==> src/source/mem_params.svh <==
`ifndef MEM_PARAMS_SVH
`define MEM_PARAMS_SVH

// bus widths
`define MEM_ADDR_W 32
`define MEM_DATA_W 32
`define MEM_STRB_W 4

// transaction ids
`define MEM_ID_W 4

// rid routing in the read arbiter keys on this value
`define MEM_ID_FETCH 0
`define MEM_ID_DATA 1

// instruction pair per fetch burst
`define MEM_FETCH_BEATS 2

// low address bits cleared on a fetch, 8-byte pairs
`define MEM_FETCH_ALIGN 3

`endif
==> src/source/mem_pkg.sv <==
`include "mem_params.svh"

package mem_pkg;

	typedef logic [`MEM_ADDR_W-1:0] addr_t;
	typedef logic [`MEM_DATA_W-1:0] word_t;
	typedef logic [`MEM_STRB_W-1:0] strb_t;
	typedef logic [`MEM_ID_W-1:0]   axi_id_t;
	typedef logic [2:0]             axi_size_t;
	typedef logic [3:0]             axi_len_t;
	typedef logic [1:0]             axi_resp_t;

	typedef struct packed {
		axi_id_t   id;
		addr_t     addr;
		axi_len_t  len;
		axi_size_t size;
	} ar_t;

	// write address carries the same fields
	typedef ar_t aw_t;

	typedef struct packed {
		axi_id_t   id;
		word_t     data;
		axi_resp_t resp;
		logic      last;
	} r_t;

	typedef struct packed {
		word_t data;
		strb_t strb;
		logic  last;
	} w_t;

	typedef struct packed {
		axi_id_t   id;
		axi_resp_t resp;
	} b_t;

	typedef struct packed {
		addr_t     addr;
		word_t     wdata;
		strb_t     strb;
		axi_size_t size;
		logic      wr;
	} data_req_t;

	typedef enum logic [1:0] {
		FETCH_IDLE,
		FETCH_ADDR,
		FETCH_DATA
	} fetch_state_e;

	typedef enum logic [2:0] {
		BR_IDLE,
		BR_RADDR,
		BR_RDATA,
		BR_WRITE,
		BR_WRESP
	} bridge_state_e;

endpackage

==> src/source/mem_subsys_top.sv <==
`timescale 1ns/1ps
`include "mem_params.svh"

module mem_subsys_top import mem_pkg::*; (
	input  logic      aclk,
	input  logic      arst_n_i,
	input  logic      fetch_req_i,
	input  addr_t     fetch_addr_i,
	output logic      fetch_stall_o,
	output logic      fetch_valid_o,
	output word_t     inst1_o,
	output word_t     inst2_o,
	input  logic      data_en_i,
	input  data_req_t data_req_i,
	output logic      data_stall_o,
	output logic      data_done_o,
	output word_t     data_rdata_o,
	output ar_t       m_ar_o,
	output logic      m_ar_valid_o,
	input  logic      m_ar_ready_i,
	input  r_t        m_r_i,
	input  logic      m_r_valid_i,
	output logic      m_r_ready_o,
	output aw_t       m_aw_o,
	output logic      m_aw_valid_o,
	input  logic      m_aw_ready_i,
	output w_t        m_w_o,
	output logic      m_w_valid_o,
	input  logic      m_w_ready_i,
	input  b_t        m_b_i,
	input  logic      m_b_valid_i,
	output logic      m_b_ready_o
);

	ar_t  fetch_ar;
	logic fetch_ar_valid;
	logic fetch_ar_ready;
	logic fetch_r_valid;
	logic fetch_r_ready;
	ar_t  data_ar;
	logic data_ar_valid;
	logic data_ar_ready;
	logic data_r_valid;
	logic data_r_ready;

	inst_fetcher inst_fetcher_i (
		.aclk          (aclk),
		.arst_n_i      (arst_n_i),
		.fetch_req_i   (fetch_req_i),
		.fetch_addr_i  (fetch_addr_i),
		.fetch_stall_o (fetch_stall_o),
		.fetch_valid_o (fetch_valid_o),
		.inst1_o       (inst1_o),
		.inst2_o       (inst2_o),
		.ar_o          (fetch_ar),
		.ar_valid_o    (fetch_ar_valid),
		.ar_ready_i    (fetch_ar_ready),
		.r_i           (m_r_i),
		.r_valid_i     (fetch_r_valid),
		.r_ready_o     (fetch_r_ready)
	);

	// write channels go straight to the bus
	sram_to_axi sram_to_axi_i (
		.aclk         (aclk),
		.arst_n_i     (arst_n_i),
		.data_en_i    (data_en_i),
		.data_req_i   (data_req_i),
		.data_stall_o (data_stall_o),
		.data_done_o  (data_done_o),
		.data_rdata_o (data_rdata_o),
		.ar_o         (data_ar),
		.ar_valid_o   (data_ar_valid),
		.ar_ready_i   (data_ar_ready),
		.r_i          (m_r_i),
		.r_valid_i    (data_r_valid),
		.r_ready_o    (data_r_ready),
		.aw_o         (m_aw_o),
		.aw_valid_o   (m_aw_valid_o),
		.aw_ready_i   (m_aw_ready_i),
		.w_o          (m_w_o),
		.w_valid_o    (m_w_valid_o),
		.w_ready_i    (m_w_ready_i),
		.b_i          (m_b_i),
		.b_valid_i    (m_b_valid_i),
		.b_ready_o    (m_b_ready_o)
	);

	axi_read_arbiter axi_read_arbiter_i (
		.aclk             (aclk),
		.arst_n_i         (arst_n_i),
		.fetch_ar_i       (fetch_ar),
		.fetch_ar_valid_i (fetch_ar_valid),
		.fetch_ar_ready_o (fetch_ar_ready),
		.fetch_r_valid_o  (fetch_r_valid),
		.fetch_r_ready_i  (fetch_r_ready),
		.data_ar_i        (data_ar),
		.data_ar_valid_i  (data_ar_valid),
		.data_ar_ready_o  (data_ar_ready),
		.data_r_valid_o   (data_r_valid),
		.data_r_ready_i   (data_r_ready),
		.r_i              (m_r_i),
		.m_ar_o           (m_ar_o),
		.m_ar_valid_o     (m_ar_valid_o),
		.m_ar_ready_i     (m_ar_ready_i),
		.m_r_valid_i      (m_r_valid_i),
		.m_r_ready_o      (m_r_ready_o)
	);

endmodule

==> src/source/axi_read_arbiter.sv <==
`timescale 1ns/1ps
`include "mem_params.svh"

module axi_read_arbiter import mem_pkg::*; (
	input  logic aclk,
	input  logic arst_n_i,
	input  ar_t  fetch_ar_i,
	input  logic fetch_ar_valid_i,
	output logic fetch_ar_ready_o,
	output logic fetch_r_valid_o,
	input  logic fetch_r_ready_i,
	input  ar_t  data_ar_i,
	input  logic data_ar_valid_i,
	output logic data_ar_ready_o,
	output logic data_r_valid_o,
	input  logic data_r_ready_i,
	input  r_t   r_i,
	output ar_t  m_ar_o,
	output logic m_ar_valid_o,
	input  logic m_ar_ready_i,
	input  logic m_r_valid_i,
	output logic m_r_ready_o
);

	// sel and prio: 0 is the fetcher, 1 the bridge
	logic prio_q;
	logic lock_q;
	logic lock_sel_q;
	logic sel;
	logic to_data;

	always_comb begin
		if (lock_q) begin
			sel = lock_sel_q;
		end else if (fetch_ar_valid_i && data_ar_valid_i) begin
			sel = prio_q;
		end else begin
			sel = data_ar_valid_i;
		end
	end

	assign m_ar_o           = sel ? data_ar_i : fetch_ar_i;
	assign m_ar_valid_o     = sel ? data_ar_valid_i : fetch_ar_valid_i;
	assign fetch_ar_ready_o = !sel && m_ar_ready_i;
	assign data_ar_ready_o  = sel && m_ar_ready_i;

	// return path steered by rid
	assign to_data         = (r_i.id != axi_id_t'(`MEM_ID_FETCH));
	assign fetch_r_valid_o = m_r_valid_i && !to_data;
	assign data_r_valid_o  = m_r_valid_i && to_data;
	assign m_r_ready_o     = to_data ? data_r_ready_i : fetch_r_ready_i;

	always_ff @(posedge aclk or negedge arst_n_i) begin
		if (!arst_n_i) begin
			prio_q     <= 1'b0;
			lock_q     <= 1'b0;
			lock_sel_q <= 1'b0;
		end else begin
			if (m_ar_valid_o && m_ar_ready_i) begin
				lock_q <= 1'b0;
				// other master goes first next time
				prio_q <= ~sel;
			end else if (m_ar_valid_o) begin
				// keep the pending ar stable on the bus
				lock_q     <= 1'b1;
				lock_sel_q <= sel;
			end
		end
	end

endmodule

==> src/source/sram_to_axi.sv <==
`timescale 1ns/1ps
`include "mem_params.svh"

module sram_to_axi import mem_pkg::*; (
	input  logic      aclk,
	input  logic      arst_n_i,
	input  logic      data_en_i,
	input  data_req_t data_req_i,
	output logic      data_stall_o,
	output logic      data_done_o,
	output word_t     data_rdata_o,
	output ar_t       ar_o,
	output logic      ar_valid_o,
	input  logic      ar_ready_i,
	input  r_t        r_i,
	input  logic      r_valid_i,
	output logic      r_ready_o,
	output aw_t       aw_o,
	output logic      aw_valid_o,
	input  logic      aw_ready_i,
	output w_t        w_o,
	output logic      w_valid_o,
	input  logic      w_ready_i,
	input  b_t        b_i,
	input  logic      b_valid_i,
	output logic      b_ready_o
);

	bridge_state_e state_q;
	data_req_t req_q;
	word_t rdata_q;
	logic done_q;
	logic aw_done_q;
	logic w_done_q;
	logic accept;
	logic aw_fire;
	logic w_fire;
	logic aw_ok;
	logic w_ok;

	assign accept  = (state_q == BR_IDLE) && data_en_i;
	assign aw_fire = aw_valid_o && aw_ready_i;
	assign w_fire  = w_valid_o && w_ready_i;
	assign aw_ok   = aw_done_q || aw_fire;
	assign w_ok    = w_done_q || w_fire;

	// single beat, same id for reads and writes
	assign ar_o = '{
		id:   axi_id_t'(`MEM_ID_DATA),
		addr: req_q.addr,
		len:  axi_len_t'(0),
		size: req_q.size
	};
	assign aw_o = ar_o;
	assign w_o  = '{data: req_q.wdata, strb: req_q.strb, last: 1'b1};

	assign ar_valid_o = (state_q == BR_RADDR);
	assign r_ready_o  = (state_q == BR_RDATA);
	assign aw_valid_o = (state_q == BR_WRITE) && !aw_done_q;
	assign w_valid_o  = (state_q == BR_WRITE) && !w_done_q;
	assign b_ready_o  = (state_q == BR_WRESP);

	assign data_stall_o = (state_q != BR_IDLE);
	assign data_done_o  = done_q;
	assign data_rdata_o = rdata_q;

	always_ff @(posedge aclk or negedge arst_n_i) begin
		if (!arst_n_i) begin
			state_q   <= BR_IDLE;
			done_q    <= 1'b0;
			aw_done_q <= 1'b0;
			w_done_q  <= 1'b0;
		end else begin
			done_q <= 1'b0;
			case (state_q)
				BR_IDLE: begin
					if (accept) begin
						state_q   <= data_req_i.wr ? BR_WRITE : BR_RADDR;
						aw_done_q <= 1'b0;
						w_done_q  <= 1'b0;
					end
				end
				BR_RADDR: begin
					if (ar_ready_i) begin
						state_q <= BR_RDATA;
					end
				end
				BR_RDATA: begin
					if (r_valid_i) begin
						state_q <= BR_IDLE;
						done_q  <= 1'b1;
					end
				end
				BR_WRITE: begin
					// aw and w may complete in either order
					aw_done_q <= aw_ok;
					w_done_q  <= w_ok;
					if (aw_ok && w_ok) begin
						state_q <= BR_WRESP;
					end
				end
				BR_WRESP: begin
					if (b_valid_i) begin
						state_q <= BR_IDLE;
						done_q  <= 1'b1;
					end
				end
				default: state_q <= BR_IDLE;
			endcase
		end
	end

	always_ff @(posedge aclk) begin
		if (accept) begin
			req_q <= data_req_i;
		end
		if (r_valid_i && r_ready_o) begin
			rdata_q <= r_i.data;
		end
	end

endmodule

==> src/source/inst_fetcher.sv <==
`timescale 1ns/1ps
`include "mem_params.svh"

module inst_fetcher import mem_pkg::*; (
	input  logic  aclk,
	input  logic  arst_n_i,
	input  logic  fetch_req_i,
	input  addr_t fetch_addr_i,
	output logic  fetch_stall_o,
	output logic  fetch_valid_o,
	output word_t inst1_o,
	output word_t inst2_o,
	output ar_t   ar_o,
	output logic  ar_valid_o,
	input  logic  ar_ready_i,
	input  r_t    r_i,
	input  logic  r_valid_i,
	output logic  r_ready_o
);

	localparam axi_size_t WORD_SIZE = axi_size_t'($clog2(`MEM_STRB_W));
	localparam addr_t ALIGN_MASK = addr_t'((1 << `MEM_FETCH_ALIGN) - 1);

	fetch_state_e state_q;
	addr_t addr_q;
	word_t inst1_q;
	word_t inst2_q;
	logic beat_q;
	logic valid_q;
	logic accept;
	logic ar_fire;
	logic r_fire;

	assign accept  = (state_q == FETCH_IDLE) && fetch_req_i;
	assign ar_fire = ar_valid_o && ar_ready_i;
	assign r_fire  = r_valid_i && r_ready_o;

	assign ar_o = '{
		id:   axi_id_t'(`MEM_ID_FETCH),
		addr: addr_q,
		len:  axi_len_t'(`MEM_FETCH_BEATS - 1),
		size: WORD_SIZE
	};
	assign ar_valid_o = (state_q == FETCH_ADDR);
	assign r_ready_o  = (state_q == FETCH_DATA);

	// busy until the valid pulse, never both at once
	assign fetch_stall_o = (state_q != FETCH_IDLE);
	assign fetch_valid_o = valid_q;
	assign inst1_o       = inst1_q;
	assign inst2_o       = inst2_q;

	always_ff @(posedge aclk or negedge arst_n_i) begin
		if (!arst_n_i) begin
			state_q <= FETCH_IDLE;
			beat_q  <= 1'b0;
			valid_q <= 1'b0;
		end else begin
			valid_q <= 1'b0;
			case (state_q)
				FETCH_IDLE: begin
					if (accept) begin
						state_q <= FETCH_ADDR;
						beat_q  <= 1'b0;
					end
				end
				FETCH_ADDR: begin
					if (ar_fire) begin
						state_q <= FETCH_DATA;
					end
				end
				FETCH_DATA: begin
					if (r_fire) begin
						beat_q <= ~beat_q;
						if (r_i.last) begin
							state_q <= FETCH_IDLE;
							valid_q <= 1'b1;
						end
					end
				end
				default: state_q <= FETCH_IDLE;
			endcase
		end
	end

	always_ff @(posedge aclk) begin
		if (accept) begin
			addr_q <= fetch_addr_i & ~ALIGN_MASK;
		end
		// first beat is the lower word of the pair
		if (r_fire && !beat_q) begin
			inst1_q <= r_i.data;
		end
		if (r_fire && beat_q) begin
			inst2_q <= r_i.data;
		end
	end

endmodule

==> config.mk <==
export PLATFORM = sky130hd
export DESIGN_NAME = mem_subsys_top
export DESIGN_NICKNAME = d
export VERILOG_FILES = /design/src/source/mem_pkg.sv /design/src/source/mem_subsys_top.sv /design/src/source/axi_read_arbiter.sv /design/src/source/sram_to_axi.sv /design/src/source/inst_fetcher.sv
export VERILOG_INCLUDE_DIRS = /design/src /design/src/source
export SDC_FILE = /design/constraint.sdc
export NUM_CORES = 1
export LEC_CHECK = 0
export BUFFER_PORTS_ARGS = -buffer_cell sky130_fd_sc_hd__buf_2
export CORE_UTILIZATION = 30
export CTS_BUF_LIST = sky130_fd_sc_hd__clkbuf_4 sky130_fd_sc_hd__clkbuf_8
export DETAILED_ROUTE_END_ITERATION = 7
export PLACE_DENSITY = 0.67
export REMOVE_ABC_BUFFERS = 1
export SYNTH_ARGS = -nofsm -noshare
export SYNTH_HDL_FRONTEND = slang
export SYNTH_HIERARCHICAL = 1
export SYNTH_SLANG_ARGS = --single-unit
==> constraint.sdc <==
create_clock -name aclk -period 7.4 [get_ports aclk]
set_input_delay 1.48 -clock aclk [delete_from_list [all_inputs] [get_ports aclk]]
set_output_delay 1.48 -clock aclk [all_outputs]
set_load 0.03 [all_outputs]
==> key figures <==
Timing
  • Final max-slew violation count: 0
  • Worst-case headroom to the max-slew limit: 0.2721
  • Accumulated negative setup slack: 0 ns
  • Smallest setup slack after layout: ~2.9 ns
  • Final period utilization: 0.6057
  • Hold violation total from the final report: 0
  • RSZ-0062 raised after global routing: no
  • Setup-failing EPs final: 0
  • Peak clock frequency supported by timing: approximately 220 MHz
  • Actual transition at the worst max-transition pin: 1.092 ns
  • Setup clock skew after layout: roughly 0.021 ns
  • Minimum clock period after layout: 4.482 ns

Power
  • Reg power frac: 0.409
  • Switching power: between 1000 and 1500 uW
  • Max IR drop VDD: roughly 0.00021 V
  • Clock network fraction of total power: 0.250
  • Power, Total: 3887 uW
  • P per Cell Area: 375.0 nW/um2
  • Power share of the combinational group: 0.341
  • Total internal power: around 2500 uW
  • Leakage: around 0.0044 uW
  • Switching share of power: 0.3604

CTS
  • Setup fix buffers added after clock tree synthesis: 0
  • CTS buffer count: 36
  • CTS root buf: sky130_fd_sc_hd__clkbuf_8
  • Clock insertion delay at the later pin of the skew report: around 0.52 ns
  • Clock Sinks: roughly 210
  • Post-cts gate resize count: 0
  • Clock-pin slew on the worst setup and hold paths: roughly 0.06 ns
  • Number of H-tree branching levels: 2
  • Clock tree from TritonCTS: yes
  • Clock Tree Buf Depth: 3
  • Post-cts hold buffer count: 0

Synthesis
  • Top flip-flop cell by instance count after synthesis: sky130_fd_sc_hd__edfxtp_1
  • FFs w/ async S/R, synth: 0.06220
  • Count of cell types in the netlist: 39
  • Post-synth EDFFs: between 150 and 200
  • Seq/Total Area, Yosys: 0.7854
  • Synthesized area divided by synthesized cell count: approximately 19 um2
  • Warning count from the yosys run: 6
  • Cell Area, Synth: 7908 um2
  • Number of instances in the synthesized netlist: ~410
  • Flops & latches, synth: between 200 and 250

Critical path
  • Delay of the slowest cell on the worst path: about 0.65 ns
  • Cell type of the slowest stage on the worst timing path: sky130_fd_sc_hd__a22o_4
  • Arrival time at the worst endpoint: 3.00 ns
  • Data required time at the worst endpoint: ~5.9 ns
  • Largest fanout of any net on the critical path: 45
  • WS Path Type: register to output pin
  • Critical path cell sequence: nor2_1 > and2_1 > nor2b_1 > a22o_4 > mux2_2 > buf_2
  • Worst Reg2Reg Path Length in Cells: 8
  • Kind of end point of the critical path: output pin
  • Startpoint types: register

Final layout
  • Synthesis-to-layout area growth: 31.09%
  • Number of nets in the layout: ~900
  • Fraction of final layout cells sized beyond drive strength 1: 0.5992
  • Finished Layout Cells: approximately 1,100
  • Antenna cell count: 0

Hold path
  • Number of stages on the worst hold path: 1
  • Class of the tightest hold or removal check: register to register

GRT
  • Wire length of the first global-routing pass: 24.65 mm
  • Number of antenna violations at the first check in global routing: 1
  • Pin count of the biggest net entering global routing: 72
  • Vias in the first global route: approximately 4,500
  • Overflow left after global routing: 0
  • Global-route usage over all layers: 0.1225

Placement
  • Cell count after placement: around 1,100
  • HPWL after DPL: about 13 mm
  • Port-buffer cells: around 360
  • Final GP Congestion: about 0.75
  • Setup slack after placement: between 3 and 4 ns

Routing
  • Antenna Violating Nets Remaining: 0
  • Total DRC errors in the routed layout: 0
  • Routed wire length: approximately 18 mm
  • WL/cell: 16.01 um
  • Vias after detailed routing: about 4,600
  • Violation count after the first detailed-routing iteration: between 200 and 250
  • Number of iterations in the first detailed-routing pass: 4
  • Mean number of vias per cell: 4.089

Floorplanning
  • Starting density of the core: 0.3043
  • Vertical extent of the die: 164.4 um
  • Core area: between 20,000 and 30,000 um2
  • Area of the die: approximately 27,000 um2
  • Horizontal extent of the die: roughly 160 um
  • Row count: slightly below 60
  • Ports placed on the boundary: about 390

Outcome
  • Result of the run: complete, no violations

Run
  • Max cap viols: 0
==> layout by cell type (no fill, tap or decap), types with 7 or more instances in the layout <==
cell                       count
sky130_fd_sc_hd__mux2_4       38
sky130_fd_sc_hd__clkinv_1      9
sky130_fd_sc_hd__nor2_1        9
sky130_fd_sc_hd__clkbuf_4     10
sky130_fd_sc_hd__buf_2       359
sky130_fd_sc_hd__nand2_1       7
sky130_fd_sc_hd__clkbuf_8     37
sky130_fd_sc_hd__conb_1       31
sky130_fd_sc_hd__edfxtp_1    196
sky130_fd_sc_hd__dfrtp_1      13
==> kinds of logic (layout without fill, tap and decap cells) <==
| group | after synthesis | count (layout) | share of synthesized area |
|---|---|---|---|
| AOI/OAI and AO/OA | 26 | 26 | 0.02231 |
| buffers and inverters | 77 | 429 | 0.07452 |
| DFF | 209 | 209 | 0.7854 |
| muxes | 44 | 44 | 0.08070 |
| other | 4 | 31 | 0.001898 |
| and+or+nand+nor | 47 | 47 | 0.03513 |
==> layer usage <==
| layer | wire length [um] | track usage | vias to the layer above |
|---|---|---|---|
| li1 | - | - | 2137 |
| met1 | 7167 | 0.1416 | 2147 |
| met2 | 8063 | 0.1937 | 269 |
| met3 | 2314 | 0.05985 | 31 |
| met4 | 405 | 0.04882 | 0 |
| met5 | 0 | 0 | - |
==> area by class of cell <==
class                      instances  area, um2
sequential                       209       6211
inverter                           3      11.26
multi-input combinational        148       1237
clock buffer                      47      584.3
tap                              335      419.2
fill                            2434      15620
timing repair buffer             361       1812
clock inverter                    18      91.34
==> worst max-delay path: cells and delay by family (launching register included) <==
kind,cells,cell delay [ns]
muxes,1,0.40
DFF,1,0.50
buffers and inverters,1,0.18
and+or+nand+nor,3,0.68
AOI/OAI and AO/OA,1,0.65
==> registers in the layout, summed over array words and instances (netlist names), 2 cells and up <==
signal,cells
sram_to_axi_i/data_rdata_o,32
inst_fetcher_i/inst2_o,32
inst_fetcher_i/addr_q,29
inst_fetcher_i/inst1_o,32
inst_fetcher_i/state_q,2
sram_to_axi_i/state_q,3
sram_to_axi_i/ar_o,35
sram_to_axi_i/w_o,36
==> Yosys cell counts (all sizes together), types with 2 or more instances <==
cell type	instances	area, um2
a32o	2	20.02
o21ai	8	40.03
a21oi	6	30.03
and2	3	18.77
inv	3	11.26
nand2b	7	51.30
nor2b	6	45.04
edfxtp	196	5886
nand3	2	10.01
a21o	2	15.01
conb	4	15.01
dfrtp	13	325.3
buf	74	578.1
nor2	11	41.29
and3	2	12.51
mux2	44	638.1
nand2	7	26.28
nor3b	2	20.02
==> per-stage QoR <==
stage	hold WS [ns]	utilization	instance area (um2)
finish	0.5354	0.3989	10370
global route	0.5596	0.3989	10370
CTS	0.5303	0.3989	10370
detailed placement	0.5077	0.3729	9691
global placement	0.4995	0.3729	9691
floorplan	0.4804	-	7431
==> path summary, 6_finish.rpt <==
check	from	end	slack, ns
min reg2reg	inst_fetcher_i/beat_q	inst_fetcher_i/beat_q	0.54
min in group asynchronous	arst_n_i	sram_to_axi_i/w_done_q	0.84
max in group asynchronous	arst_n_i	axi_read_arbiter_i/lock_q	6.33
min	inst_fetcher_i/beat_q	inst_fetcher_i/beat_q	0.54
max	sram_to_axi_i/state_q[2]	m_ar_o[1]	2.92
max reg2reg	sram_to_axi_i/state_q[2]	sram_to_axi_i/state_q[0]	4.92
==> power by group through the flow <==
stage | clock (uW) | combinational [uW] | sequential [uW]
final | 973 | 1320 | 1590
after global routing | 1060 | 1420 | 1610
after CTS | 1010 | 1340 | 1590
after detailed placement | 0 | 1340 | 1610
after global placement | 0 | 1330 | 1610
after floorplan | 0 | 819 | 1800
Power figures use the tool's default switching activity.
